--- src/rtl/cache_cfg_pkg.sv ---
`default_nettype none

package cache_cfg_pkg;

    // Storage geometry
    localparam int WORD_BYTES  = 4;
    localparam int LINE_WORDS  = 4;
    localparam int WORD_W      = 8 * WORD_BYTES;
    localparam int LINE_BYTES  = WORD_BYTES * LINE_WORDS;
    localparam int LINE_W      = 8 * LINE_BYTES;
    localparam int WSEL_W      = $clog2(LINE_WORDS);

    // Top word address bit marks the uncached region
    localparam int WORD_ADDR_W = 30;
    localparam int LINE_ADDR_W = WORD_ADDR_W - WSEL_W;

    localparam int CORE_TAG_W  = 4;
    localparam int COUNT_W     = 32;

    typedef logic [WORD_W-1:0]      word_t;
    typedef logic [WORD_BYTES-1:0]  byteen_t;
    typedef logic [WORD_ADDR_W-1:0] word_addr_t;
    typedef logic [LINE_ADDR_W-1:0] line_addr_t;
    typedef logic [WSEL_W-1:0]      word_sel_t;
    typedef logic [LINE_W-1:0]      line_t;
    typedef logic [LINE_BYTES-1:0]  line_byteen_t;
    typedef logic [CORE_TAG_W-1:0]  core_tag_t;
    typedef logic [COUNT_W-1:0]     count_t;

endpackage

`default_nettype wire
--- src/rtl/cache_bus_pkg.sv ---
`default_nettype none

package cache_bus_pkg;

    import cache_cfg_pkg::*;

    typedef struct packed {
        logic       rw;
        word_addr_t addr;
        byteen_t    byteen;
        word_t      data;
        core_tag_t  tag;
    } core_req_t;

    typedef struct packed {
        word_t     data;
        core_tag_t tag;
    } core_rsp_t;

    // Request tag is the line address itself
    typedef struct packed {
        logic         rw;
        line_addr_t   addr;
        line_byteen_t byteen;
        line_t        data;
    } dram_req_t;

    typedef struct packed {
        line_t      data;
        line_addr_t tag;
    } dram_rsp_t;

    typedef struct packed {
        count_t reads;
        count_t writes;
        count_t read_misses;
    } perf_counts_t;

    // Word request to line request with the write data replicated
    function automatic dram_req_t make_line_req(core_req_t req);
        dram_req_t line_req;
        word_sel_t wsel;
        wsel            = req.addr[WSEL_W-1:0];
        line_req.rw     = req.rw;
        line_req.addr   = req.addr[WORD_ADDR_W-1:WSEL_W];
        line_req.byteen = req.rw ? (line_byteen_t'(req.byteen) << (wsel * WORD_BYTES)) : '1;
        line_req.data   = {LINE_WORDS{req.data}};
        return line_req;
    endfunction

    function automatic word_t pick_word(line_t line, word_sel_t wsel);
        return line[wsel * WORD_W +: WORD_W];
    endfunction

endpackage

`default_nettype wire

--- src/rtl/dram_rsp_queue.sv ---
`default_nettype none

module dram_rsp_queue #(
    parameter int  DRSQ_DEPTH = 4,
    localparam int PTR_W      = $clog2(DRSQ_DEPTH),
    localparam int CNT_W      = $clog2(DRSQ_DEPTH + 1)
) (
    input  logic                     clk,
    input  logic                     reset,
    input  logic                     dram_rsp_valid,
    input  cache_bus_pkg::dram_rsp_t dram_rsp,
    output logic                     dram_rsp_ready,
    output logic                     rsp_valid,
    output cache_bus_pkg::dram_rsp_t rsp,
    input  logic                     rsp_pop
);
    import cache_bus_pkg::*;

    dram_rsp_t        mem [DRSQ_DEPTH];
    logic [PTR_W-1:0] wr_ptr;
    logic [PTR_W-1:0] rd_ptr;
    logic [CNT_W-1:0] count;
    logic             push;
    logic             pop;

    function automatic logic [PTR_W-1:0] next_ptr(logic [PTR_W-1:0] ptr);
        return (ptr == PTR_W'(DRSQ_DEPTH - 1)) ? '0 : ptr + 1'b1;
    endfunction

    assign dram_rsp_ready = (count != CNT_W'(DRSQ_DEPTH));
    assign rsp_valid      = (count != '0);
    assign rsp            = mem[rd_ptr];
    assign push           = dram_rsp_valid && dram_rsp_ready;
    assign pop            = rsp_pop && rsp_valid;

    always_ff @(posedge clk) begin
        if (reset) begin
            wr_ptr <= '0;
            rd_ptr <= '0;
            count  <= '0;
        end else begin
            if (push) wr_ptr <= next_ptr(wr_ptr);
            if (pop) rd_ptr <= next_ptr(rd_ptr);
            count <= count + CNT_W'(push) - CNT_W'(pop);
        end
    end

    always_ff @(posedge clk) begin
        if (push) mem[wr_ptr] <= dram_rsp;
    end

endmodule

`default_nettype wire

--- config.mk ---
export PLATFORM = sky130hd
export DESIGN_NAME = dram_rsp_queue
export DESIGN_NICKNAME = d
export VERILOG_FILES = /design/src/rtl/cache_cfg_pkg.sv /design/src/rtl/cache_bus_pkg.sv /design/src/rtl/dram_rsp_queue.sv
export SDC_FILE = /design/constraint.sdc
export NUM_CORES = 1
export LEC_CHECK = 0
export BUFFER_PORTS_ARGS = -buffer_cell sky130_fd_sc_hd__buf_4
export CAP_MARGIN = 40
export CORE_MARGIN = 2
export CORE_UTILIZATION = 55
export CTS_CLUSTER_SIZE = 10
export DETAILED_ROUTE_END_ITERATION = 16
export GPL_TIMING_DRIVEN = 0
export PLACE_DENSITY_LB_ADDON = 0.1
export SYNTH_ARGS = -nofsm -noshare
export SYNTH_HDL_FRONTEND = slang
export SYNTH_SLANG_ARGS = --single-unit
export TNS_END_PERCENT = 20
--- constraint.sdc ---
create_clock -name clk -period 7.2 [get_ports clk]
set_input_delay 0.72 -clock clk [delete_from_list [all_inputs] [get_ports clk]]
set_output_delay 0.72 -clock clk [all_outputs]
set_load 0.03 [all_outputs]
==> flow_summary.html, run 1 <==
<table>
<tr><th>Metric</th><th>Value</th></tr>
<tr><th colspan="2">Logic synthesis</th></tr>
<tr><td>Synthesis-stage register bit count</td><td>633</td></tr>
<tr><td>Cell variety after synth</td><td>28</td></tr>
<tr><td>Synthesized netlist cell count</td><td>864</td></tr>
<tr><td>Total of warnings raised by yosys</td><td>0</td></tr>
<tr><td>Synthesized net count</td><td>1032</td></tr>
<tr><td>Cell area after technology mapping</td><td>23000 µm²</td></tr>
<tr><td>Sequential share of the synthesized area</td><td>82.2%</td></tr>
<tr><td>Average cell area after synthesis</td><td>26.6 µm²</td></tr>
<tr><th colspan="2">STA</th></tr>
<tr><td>WHS</td><td>328 ps</td></tr>
<tr><td>Setup repair after global routing missed its margin</td><td>no</td></tr>
<tr><td>Post-Route Skew</td><td>24.5 ps</td></tr>
<tr><td>Final clock period utilization by the worst path</td><td>45.1%</td></tr>
<tr><td>Tightest slew margin relative to the limit</td><td>55.3%</td></tr>
<tr><td>Fin. max-slew vios</td><td>0</td></tr>
<tr><td>Final setup margin</td><td>3960 ps</td></tr>
<tr><td>Fmax</td><td>0.308 GHz</td></tr>
<tr><td>Setup violations, final</td><td>0</td></tr>
<tr><td>Final-report hold violation count</td><td>0</td></tr>
<tr><td>Worst Max-Slew Pin Slew</td><td>671 ps</td></tr>
<tr><td>Aggregate negative setup slack</td><td>0 ps</td></tr>
<tr><td>Final period demand of the worst path</td><td>3250 ps</td></tr>
<tr><th colspan="2">Place</th></tr>
<tr><td>Worst setup slack before clock tree synthesis</td><td>4490 ps</td></tr>
<tr><td>Detailed placement HPWL</td><td>27400 µm</td></tr>
<tr><td>Count of input and output buffers</td><td>316</td></tr>
<tr><td>Final weighted congestion in routability-driven placement</td><td>0.744</td></tr>
<tr><th colspan="2">Drt</th></tr>
<tr><td>Via density per instance</td><td>5.71</td></tr>
<tr><td>Drt initial violations</td><td>668</td></tr>
<tr><td>Overall via count from detail_route</td><td>10371</td></tr>
<tr><td>DRC violation count after routing</td><td>0</td></tr>
<tr><td>Antenna violation net count after detailed routing</td><td>0</td></tr>
<tr><td>Wire length reported by the detailed router</td><td>44300 µm</td></tr>
<tr><td>Number of optimization iterations in the first detailed-route pass</td><td>6</td></tr>
<tr><td>Mean routed wirelength per cell</td><td>24.4 µm</td></tr>
<tr><th colspan="2">CTS</th></tr>
<tr><td>Clock slew at the register clock pins of the worst setup and hold paths</td><td>50 ps</td></tr>
<tr><td>Number of sinks driven by the clock tree</td><td>633</td></tr>
<tr><td>Buffer count from post-CTS setup fixing</td><td>0</td></tr>
<tr><td>Buffer depth of the longest clock path</td><td>3</td></tr>
<tr><td>Number of H-tree levels</td><td>3</td></tr>
<tr><td>Number of instances resized during post-cts repair</td><td>0</td></tr>
<tr><td>Cts-stage hold buffer count</td><td>0</td></tr>
<tr><td>Clock buffers created by TritonCTS</td><td>73</td></tr>
<tr><td>Clk Tree Root Cell</td><td>sky130_fd_sc_hd__clkbuf_16</td></tr>
<tr><td>Clk_lat worst skew</td><td>590 ps</td></tr>
<tr><td>Clock tree from TritonCTS</td><td>yes</td></tr>
<tr><th colspan="2">Setup path</th></tr>
<tr><td>Biggest cell delay along the critical path</td><td>470 ps</td></tr>
<tr><td>Depth of the most critical reg-to-reg path</td><td>11</td></tr>
<tr><td>Maximum fanout count along the critical path</td><td>10</td></tr>
<tr><td>Worst Setup Path Type</td><td>reg -&gt; out</td></tr>
<tr><td>Cell-by-cell listing of the critical path</td><td>clkbuf_1 -&gt; buf_8 -&gt; buf_2 -&gt; mux4_2 -&gt; buf_4</td></tr>
<tr><td>Startpoint of the worst register-to-register path</td><td>count[1]</td></tr>
<tr><td>Cell at the slowest stage of the critical path</td><td>sky130_fd_sc_hd__clkbuf_1</td></tr>
<tr><td>End of the worst register-to-register path</td><td>count[2]</td></tr>
<tr><td>Register-to-register setup slack</td><td>4640 ps</td></tr>
<tr><td>CP endpoint kind</td><td>output port</td></tr>
<tr><td>Capturing instance or port of the critical path</td><td>rsp[34]</td></tr>
<tr><td>Arrival time reported for the critical path endpoint</td><td>2530 ps</td></tr>
<tr><td>Required time at the endpoint of the critical path</td><td>6480 ps</td></tr>
<tr><td>Startpoint Class</td><td>flop</td></tr>
<tr><th colspan="2">Floorplanning</th></tr>
<tr><td>Die outline height</td><td>209 µm</td></tr>
<tr><td>Overall die width</td><td>209 µm</td></tr>
<tr><td>Floorplan row count</td><td>74</td></tr>
<tr><td>Starting density of the core</td><td>56.0%</td></tr>
<tr><td>Core Box Area</td><td>41100 µm²</td></tr>
<tr><td>IO Count</td><td>318</td></tr>
<tr><td>Die ar.</td><td>43500 µm²</td></tr>
<tr><th colspan="2">Power and ir drop</th></tr>
<tr><td>Switching share of total power</td><td>29.0%</td></tr>
<tr><td>Sequential share of power</td><td>42.6%</td></tr>
<tr><td>Power spent charging and discharging nets</td><td>0.00314 W</td></tr>
<tr><td>Power density of the placed cells</td><td>381 nW/µm²</td></tr>
<tr><td>Leakage power</td><td>9.60 nW</td></tr>
<tr><td>Total power consumption of the routed design</td><td>0.0108 W</td></tr>
<tr><td>Fraction of power consumed by the clock network</td><td>29.2%</td></tr>
<tr><td>Peak supply drop</td><td>0.236 mV</td></tr>
<tr><td>Total internal power</td><td>0.00768 W</td></tr>
<tr><td>Combinational cell fraction of total power</td><td>28.3%</td></tr>
<tr><th colspan="2">Global route</th></tr>
<tr><td>Total global routing track utilization</td><td>20.8%</td></tr>
<tr><td>First-pass GRT wire length</td><td>66600 µm</td></tr>
<tr><td>Number of antenna violations at the first check in global routing</td><td>5</td></tr>
<tr><td>Largest net degree at the start of global routing</td><td>53</td></tr>
<tr><td>Via count of the first global-routing pass</td><td>10910</td></tr>
<tr><td>Overall overflow remaining after global route</td><td>0</td></tr>
<tr><th colspan="2">Hold path</th></tr>
<tr><td>Worst Hold Path Cells</td><td>1</td></tr>
<tr><td>Type of the most critical hold path</td><td>in -&gt; reg</td></tr>
<tr><th colspan="2">Cells and area</th></tr>
<tr><td>Proportion of layout cells with a drive suffix above 1</td><td>47.2%</td></tr>
<tr><td>NumNets Final</td><td>1436</td></tr>
<tr><td>P&amp;R area growth vs syn</td><td>23.4%</td></tr>
<tr><th colspan="2">Run</th></tr>
<tr><td>Reported max-cap violation count</td><td>0</td></tr>
<tr><th colspan="2">Status</th></tr>
<tr><td>Run status</td><td>completed</td></tr>
</table>
-- final cells by class --
| class | count | area [µm²] |
|---|---|---|
| diodes | 3 | 7.51 |
| plain buffers | 37 | 294 |
| clock buffers | 86 | 1960 |
| clock inverters | 3 | 21.3 |
| fillers | 2518 | 12700 |
| inverters | 5 | 18.8 |
| multi-input cells | 189 | 3800 |
| flip-flops and latches | 633 | 18900 |
| well taps | 532 | 666 |
| repair buffers | 329 | 2710 |
-- power by group through the flow --
stage	clock [W]	sequential, W	combinational (W)
floorplan	0	0.00468	0.00196
global placement	0	0.00472	0.00303
detailed placement	0	0.00468	0.00310
CTS	0.00323	0.00461	0.00311
global route	0.00337	0.00463	0.00322
finish	0.00315	0.00460	0.00306
-- through the flow --
| stage | instance area, µm² | cells | util [%] |
|---|---|---|---|
| after floorplan | 23000 | 864 | - |
| after global placement | 26100 | 1712 | 63.4 |
| after detailed placement | 26400 | 1725 | 64.2 |
| after CTS | 28400 | 1814 | 69.1 |
| after global routing | 28400 | 1815 | 69.1 |
| final | 28400 | 1817 | 69.1 |
-- cells by family after synthesis --
logic type | count (synthesis) | share of synthesized area [%]
AO/OA/AOI/OAI | 4 | 0.130
XOR/XNOR | 1 | 0.0381
adder cells (fa/ha/maj) | 8 | 0.467
buffers and inverters | 42 | 1.36
flip-flops | 633 | 82.2
multiplexers | 158 | 15.3
AND/OR/NAND/NOR | 18 | 0.473
-- state kept, by name, indices dropped and copies added, names as in the netlist, named ones only --
signal  count
wr_ptr      2
mem       624
rd_ptr      2
count       3
-- Yosys cell counts (all sizes together) --
master	n	area, µm²
buf	33	278
nand2b	2	12.5
xor2	1	8.76
and3	4	30.0
mux2i	2	20.0
edfxtp	624	18700
fa	1	20.0
dfxtp	9	180
nand2	2	7.51
nor3	1	5.00
and2	1	7.51
or3	3	20.0
a211o	1	8.76
o31ai	1	7.51
a21oi	1	5.00
mux4	156	3510
ha	7	87.6
nor2b	1	6.26
clkbuf	4	16.3
o21ai	1	8.76
or3b	1	8.76
inv	5	18.8
nor2	3	11.3
-- worst min path at each step --
| stage | start | end | slack, ps |
|---|---|---|---|
| after floorplan | rd_ptr[0] | flop | 460 |
| after global placement | rd_ptr[0] | rd_ptr[0] | 480 |
| after detailed placement | rd_ptr[0] | flop | 480 |
| after CTS | dram_rsp[1] | mem[2][1] | 300 |
| after global routing | dram_rsp[111] | mem[0][111] | 310 |
| final | dram_rsp[50] | mem[0][50] | 330 |
-- worst max-delay path, delay by kind of cell (launching register included) --
kind / cells / cell delay, ps
buffers and inverters: 4 / 1170
muxes: 1 / 370
DFF: 1 / 390
-- layout by cell type (no fill, tap or decap), types with 3 or more instances in the layout --
master	n
sky130_fd_sc_hd__clkbuf_1	12
sky130_fd_sc_hd__buf_16	11
sky130_fd_sc_hd__nor2_1	3
sky130_fd_sc_hd__and3_4	4
sky130_fd_sc_hd__buf_6	16
sky130_fd_sc_hd__clkbuf_16	77
sky130_fd_sc_hd__ha_1	7
sky130_fd_sc_hd__buf_4	317
sky130_fd_sc_hd__buf_2	15
sky130_fd_sc_hd__mux4_2	156
sky130_fd_sc_hd__inv_1	5
sky130_fd_sc_hd__diode_2	3
sky130_fd_sc_hd__dfxtp_1	9
sky130_fd_sc_hd__edfxtp_1	624
-- metal layers --
metal | track usage [%] | up-vias | part of all wire, %
li1 | - | 4524 | -
met1 | 27.8 | 5446 | 40
met2 | 32.8 | 326 | 50
met3 | 5.92 | 73 | 7.7
met4 | 8.30 | 2 | 2.8
met5 | 0 | - | 0.025
No activity file was read; power rests on OpenSTA's default activity.
==> run 2: changes to the inputs <==
--- a/config.mk
+++ b/config.mk
@@ -8,7 +8,7 @@
 export BUFFER_PORTS_ARGS = -buffer_cell sky130_fd_sc_hd__buf_4
 export CAP_MARGIN = 40
 export CORE_MARGIN = 2
-export CORE_UTILIZATION = 55
+export CORE_UTILIZATION = 51
 export CTS_CLUSTER_SIZE = 10
 export DETAILED_ROUTE_END_ITERATION = 16
 export GPL_TIMING_DRIVEN = 0
==> constraint.sdc (replaced) <==
create_clock -name clk -period 2.74 [get_ports clk]
set_input_delay 0.274 -clock clk [delete_from_list [all_inputs] [get_ports clk]]
set_output_delay 0.274 -clock clk [all_outputs]
set_load 0.03 [all_outputs]
==> run 2 against run 1 <==
Effect of this change:
- register-to-register slack worse by 4400 ps
- critical path type is now reg -> reg
- clock power increased to 2.7 times the previous value
- worst setup slack worse by 3700 ps
==> flow_summary.html, run 2 (synthesis results as in run 1) <==
<table>
<tr><th>Metric</th><th>Value</th></tr>
<tr><th colspan="2">Power and ir drop</th></tr>
<tr><td>Total internal power</td><td>0.0203 W (was 0.00768 W)</td></tr>
<tr><td>Power spent charging and discharging nets</td><td>0.00840 W (was 0.00314 W)</td></tr>
<tr><td>Peak supply drop</td><td>0.831 mV (was 0.236 mV)</td></tr>
<tr><td>Leakage power</td><td>10.3 nW (was 9.60 nW)</td></tr>
<tr><td>Sequential share of power</td><td>42.1% (was 42.6%)</td></tr>
<tr><td>Switching share of total power</td><td>29.2% (was 29.0%)</td></tr>
<tr><td>Fraction of power consumed by the clock network</td><td>29.1% (was 29.2%)</td></tr>
<tr><td>Power density of the placed cells</td><td>956 nW/µm² (was 381 nW/µm²)</td></tr>
<tr><td>Combinational cell fraction of total power</td><td>28.8% (was 28.3%)</td></tr>
<tr><th colspan="2">CTS</th></tr>
<tr><td>Clk_lat worst skew</td><td>580 ps (was 590 ps)</td></tr>
<tr><td>Clk Tree Root Cell</td><td>sky130_fd_sc_hd__clkbuf_16 (unchanged)</td></tr>
<tr><td>Number of sinks driven by the clock tree</td><td>633 (unchanged)</td></tr>
<tr><td>Clock tree from TritonCTS</td><td>yes (unchanged)</td></tr>
<tr><td>Buffer depth of the longest clock path</td><td>3 (unchanged)</td></tr>
<tr><td>Buffer count from post-CTS setup fixing</td><td>0 (unchanged)</td></tr>
<tr><td>Clock buffers created by TritonCTS</td><td>73 (unchanged)</td></tr>
<tr><td>Clock slew at the register clock pins of the worst setup and hold paths</td><td>60 ps (was 50 ps)</td></tr>
<tr><td>Number of H-tree levels</td><td>3 (unchanged)</td></tr>
<tr><th colspan="2">Floorplanning</th></tr>
<tr><td>Die ar.</td><td>46900 µm² (was 43500 µm²)</td></tr>
<tr><td>Starting density of the core</td><td>51.8% (was 56.0%)</td></tr>
<tr><td>Core Box Area</td><td>44400 µm² (was 41100 µm²)</td></tr>
<tr><td>Floorplan row count</td><td>77 (was 74)</td></tr>
<tr><td>Overall die width</td><td>216 µm (was 209 µm)</td></tr>
<tr><td>Die outline height</td><td>216 µm (was 209 µm)</td></tr>
<tr><td>IO Count</td><td>318 (unchanged)</td></tr>
<tr><th colspan="2">STA</th></tr>
<tr><td>Post-Route Skew</td><td>18.8 ps (was 24.5 ps)</td></tr>
<tr><td>Tightest slew margin relative to the limit</td><td>52.7% (was 55.3%)</td></tr>
<tr><td>Worst Max-Slew Pin Slew</td><td>710 ps (was 671 ps)</td></tr>
<tr><td>Fmax</td><td>0.399 GHz</td></tr>
<tr><td>Fin. max-slew vios</td><td>0 (unchanged)</td></tr>
<tr><td>Setup violations, final</td><td>0 (unchanged)</td></tr>
<tr><td>Final clock period utilization by the worst path</td><td>91.5%</td></tr>
<tr><td>Setup repair after global routing missed its margin</td><td>no (unchanged)</td></tr>
<tr><td>Final-report hold violation count</td><td>0 (unchanged)</td></tr>
<tr><td>Final period demand of the worst path</td><td>2510 ps</td></tr>
<tr><th colspan="2">Place</th></tr>
<tr><td>Count of input and output buffers</td><td>316 (unchanged)</td></tr>
<tr><td>Placed cells</td><td>1785 (was 1725)</td></tr>
<tr><td>Final weighted congestion in routability-driven placement</td><td>0.714 (was 0.744)</td></tr>
<tr><td>Detailed placement HPWL</td><td>28900 µm (was 27400 µm)</td></tr>
<tr><th colspan="2">Hold path</th></tr>
<tr><td>Type of the most critical hold path</td><td>in -&gt; reg (unchanged)</td></tr>
<tr><th colspan="2">Cells and area</th></tr>
<tr><td>Largest registers</td><td>mem: 624 flops, count: 3 flops (unchanged)</td></tr>
<tr><td>Top library cells by usage in the layout, fill and taps aside</td><td>624 x sky130_fd_sc_hd__edfxtp_1, 317 x sky130_fd_sc_hd__buf_4, 156 x sky130_fd_sc_hd__mux4_2, 156 x sky130_fd_sc_hd__dlygate4sd3_1, 77 x sky130_fd_sc_hd__clkbuf_16 (was 624 x sky130_fd_sc_hd__edfxtp_1, 317 x sky130_fd_sc_hd__buf_4, 156 x sky130_fd_sc_hd__mux4_2, 77 x sky130_fd_sc_hd__clkbuf_16, 16 x sky130_fd_sc_hd__buf_6)</td></tr>
<tr><td>Most flop-heavy register</td><td>mem (unchanged)</td></tr>
<tr><td>Post-route core utilization</td><td>67.6% (was 69.1%)</td></tr>
<tr><td>Largest register FFs</td><td>624 (unchanged)</td></tr>
<tr><td>P&amp;R area growth vs syn</td><td>30.4% (was 23.4%)</td></tr>
<tr><td>Most frequent standard cell in the layout excluding fill and tap cells</td><td>sky130_fd_sc_hd__edfxtp_1 (unchanged)</td></tr>
<tr><td>Filler cell count</td><td>2857 (was 2518)</td></tr>
<tr><td>Proportion of layout cells with a drive suffix above 1</td><td>42.3% (was 47.2%)</td></tr>
<tr><td>Finished Layout Cells</td><td>2031 (was 1817)</td></tr>
<tr><td>NumNets Final</td><td>1592 (was 1436)</td></tr>
<tr><th colspan="2">Run</th></tr>
<tr><td>Reported max-cap violation count</td><td>0 (unchanged)</td></tr>
<tr><th colspan="2">Drt</th></tr>
<tr><td>DRC violation count after routing</td><td>0 (unchanged)</td></tr>
<tr><td>Number of optimization iterations in the first detailed-route pass</td><td>5 (was 6)</td></tr>
<tr><td>Mean routed wirelength per cell</td><td>23.1 µm (was 24.4 µm)</td></tr>
<tr><td>Overall via count from detail_route</td><td>10978 (was 10371)</td></tr>
<tr><td>Via density per instance</td><td>5.41 (was 5.71)</td></tr>
<tr><td>Wire length reported by the detailed router</td><td>46900 µm (was 44300 µm)</td></tr>
<tr><td>Drt initial violations</td><td>898 (was 668)</td></tr>
<tr><td>Antenna violation net count after detailed routing</td><td>0 (unchanged)</td></tr>
<tr><th colspan="2">Global route</th></tr>
<tr><td>Via count of the first global-routing pass</td><td>11912 (was 10910)</td></tr>
<tr><td>First-pass GRT wire length</td><td>71100 µm (was 66600 µm)</td></tr>
<tr><td>Overall overflow remaining after global route</td><td>0 (unchanged)</td></tr>
<tr><td>Largest net degree at the start of global routing</td><td>54 (was 53)</td></tr>
<tr><td>Total global routing track utilization</td><td>20.5% (was 20.8%)</td></tr>
<tr><td>Number of antenna violations at the first check in global routing</td><td>2 (was 5)</td></tr>
<tr><th colspan="2">Setup path</th></tr>
<tr><td>Maximum fanout count along the critical path</td><td>7 (was 10)</td></tr>
<tr><td>Startpoint Class</td><td>flop (unchanged)</td></tr>
<tr><td>Cell at the slowest stage of the critical path</td><td>sky130_fd_sc_hd__fa_1 (was sky130_fd_sc_hd__clkbuf_1)</td></tr>
<tr><td>Arrival time reported for the critical path endpoint</td><td>3010 ps (was 2530 ps)</td></tr>
<tr><td>Cell-by-cell listing of the critical path</td><td>or3b_1 -&gt; clkbuf_2 -&gt; nand2_2 -&gt; ha_1 -&gt; inv_1 -&gt; ha_1 -&gt; inv_1 -&gt; fa_1 -&gt; xor2_1 -&gt; and2_2 -&gt; nor3_1 (was clkbuf_1 -&gt; buf_8 -&gt; buf_2 -&gt; mux4_2 -&gt; buf_4)</td></tr>
<tr><td>CP endpoint kind</td><td>flop (was output port)</td></tr>
<tr><td>Worst Setup Path Type</td><td>reg -&gt; reg (was reg -&gt; out)</td></tr>
<tr><td>Required time at the endpoint of the critical path</td><td>3240 ps (was 6480 ps)</td></tr>
<tr><td>Biggest cell delay along the critical path</td><td>400 ps (was 470 ps)</td></tr>
<tr><th colspan="2">Status</th></tr>
<tr><td>Run status</td><td>completed (unchanged)</td></tr>
</table>
-- run 2: repair_timing --
item | 4_1_cts | 5_1_grt
setup endpoints to repair | 14 | 1
hold endpoints to repair | 624 | 0
cloned | 0 | 0
resized for setup | 1 | 1
hold buffers | 156 | 0
-- run 2: metrics by stage --
step	power [W]	cell area [µm²]	hold slack, ps	TNS, ps	setup slack [ps]
2_1_floorplan	0.0174	23000	373	-274960	-441
3_3_place_gp	0.0204	26100	474	-1203780	-1960
3_5_place_dp	0.0205	26500	477	0	206
4_1_cts	0.0291	30000	3.62	0	156
5_1_grt	0.0298	30000	27.2	0	32.3
6_report	0.0287	30000	32.1	0	232
-- run 2: area by class of cell --
| cell class | instances | area (µm²) | share of cell area (%) |
|---|---|---|---|
| multi-input combinational | 189 | 3810 | 12.7 |
| antenna | 1 | 2.50 | 0.00833 |
| clock buffer | 85 | 1960 | 6.52 |
| buffer | 37 | 295 | 0.983 |
| sequential | 633 | 18900 | 63.0 |
| tap | 592 | 741 | 2.47 |
| inverter | 5 | 18.8 | 0.0625 |
| timing repair buffer | 485 | 4260 | 14.2 |
| clock inverter | 4 | 26.3 | 0.0875 |
-- run 2: final timing paths --
path | from | end | slack, ps | cells after the start
setup / recovery | count[1] | count[2] | 230 | 11
setup reg to reg | count[1] | count[2] | 230 | 11
hold reg to reg | rd_ptr[0] | flop | 520 | 2
hold / removal | reset | count[1] | 30 | 2
-- run 2: per-layer routing --
metal	track usage (%)	vias to the layer above	routed length [µm]
li1	-	4841	-
met1	27.5	5726	19300
met2	33.4	342	23400
met3	5.18	67	3170
met4	6.71	2	966
met5	0	-	13
-- run 2: power groups by stage --
stage	Sequential, W	Clock (W)	Combinational (W)
after floorplan	0.0123	0	0.00516
after global placement	0.0124	0	0.00800
after detailed placement	0.0123	0	0.00821
after CTS	0.0121	0.00857	0.00843
after global routing	0.0122	0.00892	0.00872
final	0.0121	0.00835	0.00827
-- run 2: worst max-delay path, delay by kind of cell (launching register included) --
family / cells / cell delay, ps
and+or+nand+nor: 4 / 850
adders and majority gates: 3 / 770
DFF: 1 / 370
buffers and inverters: 3 / 280
xor gates and xnor gates: 1 / 160
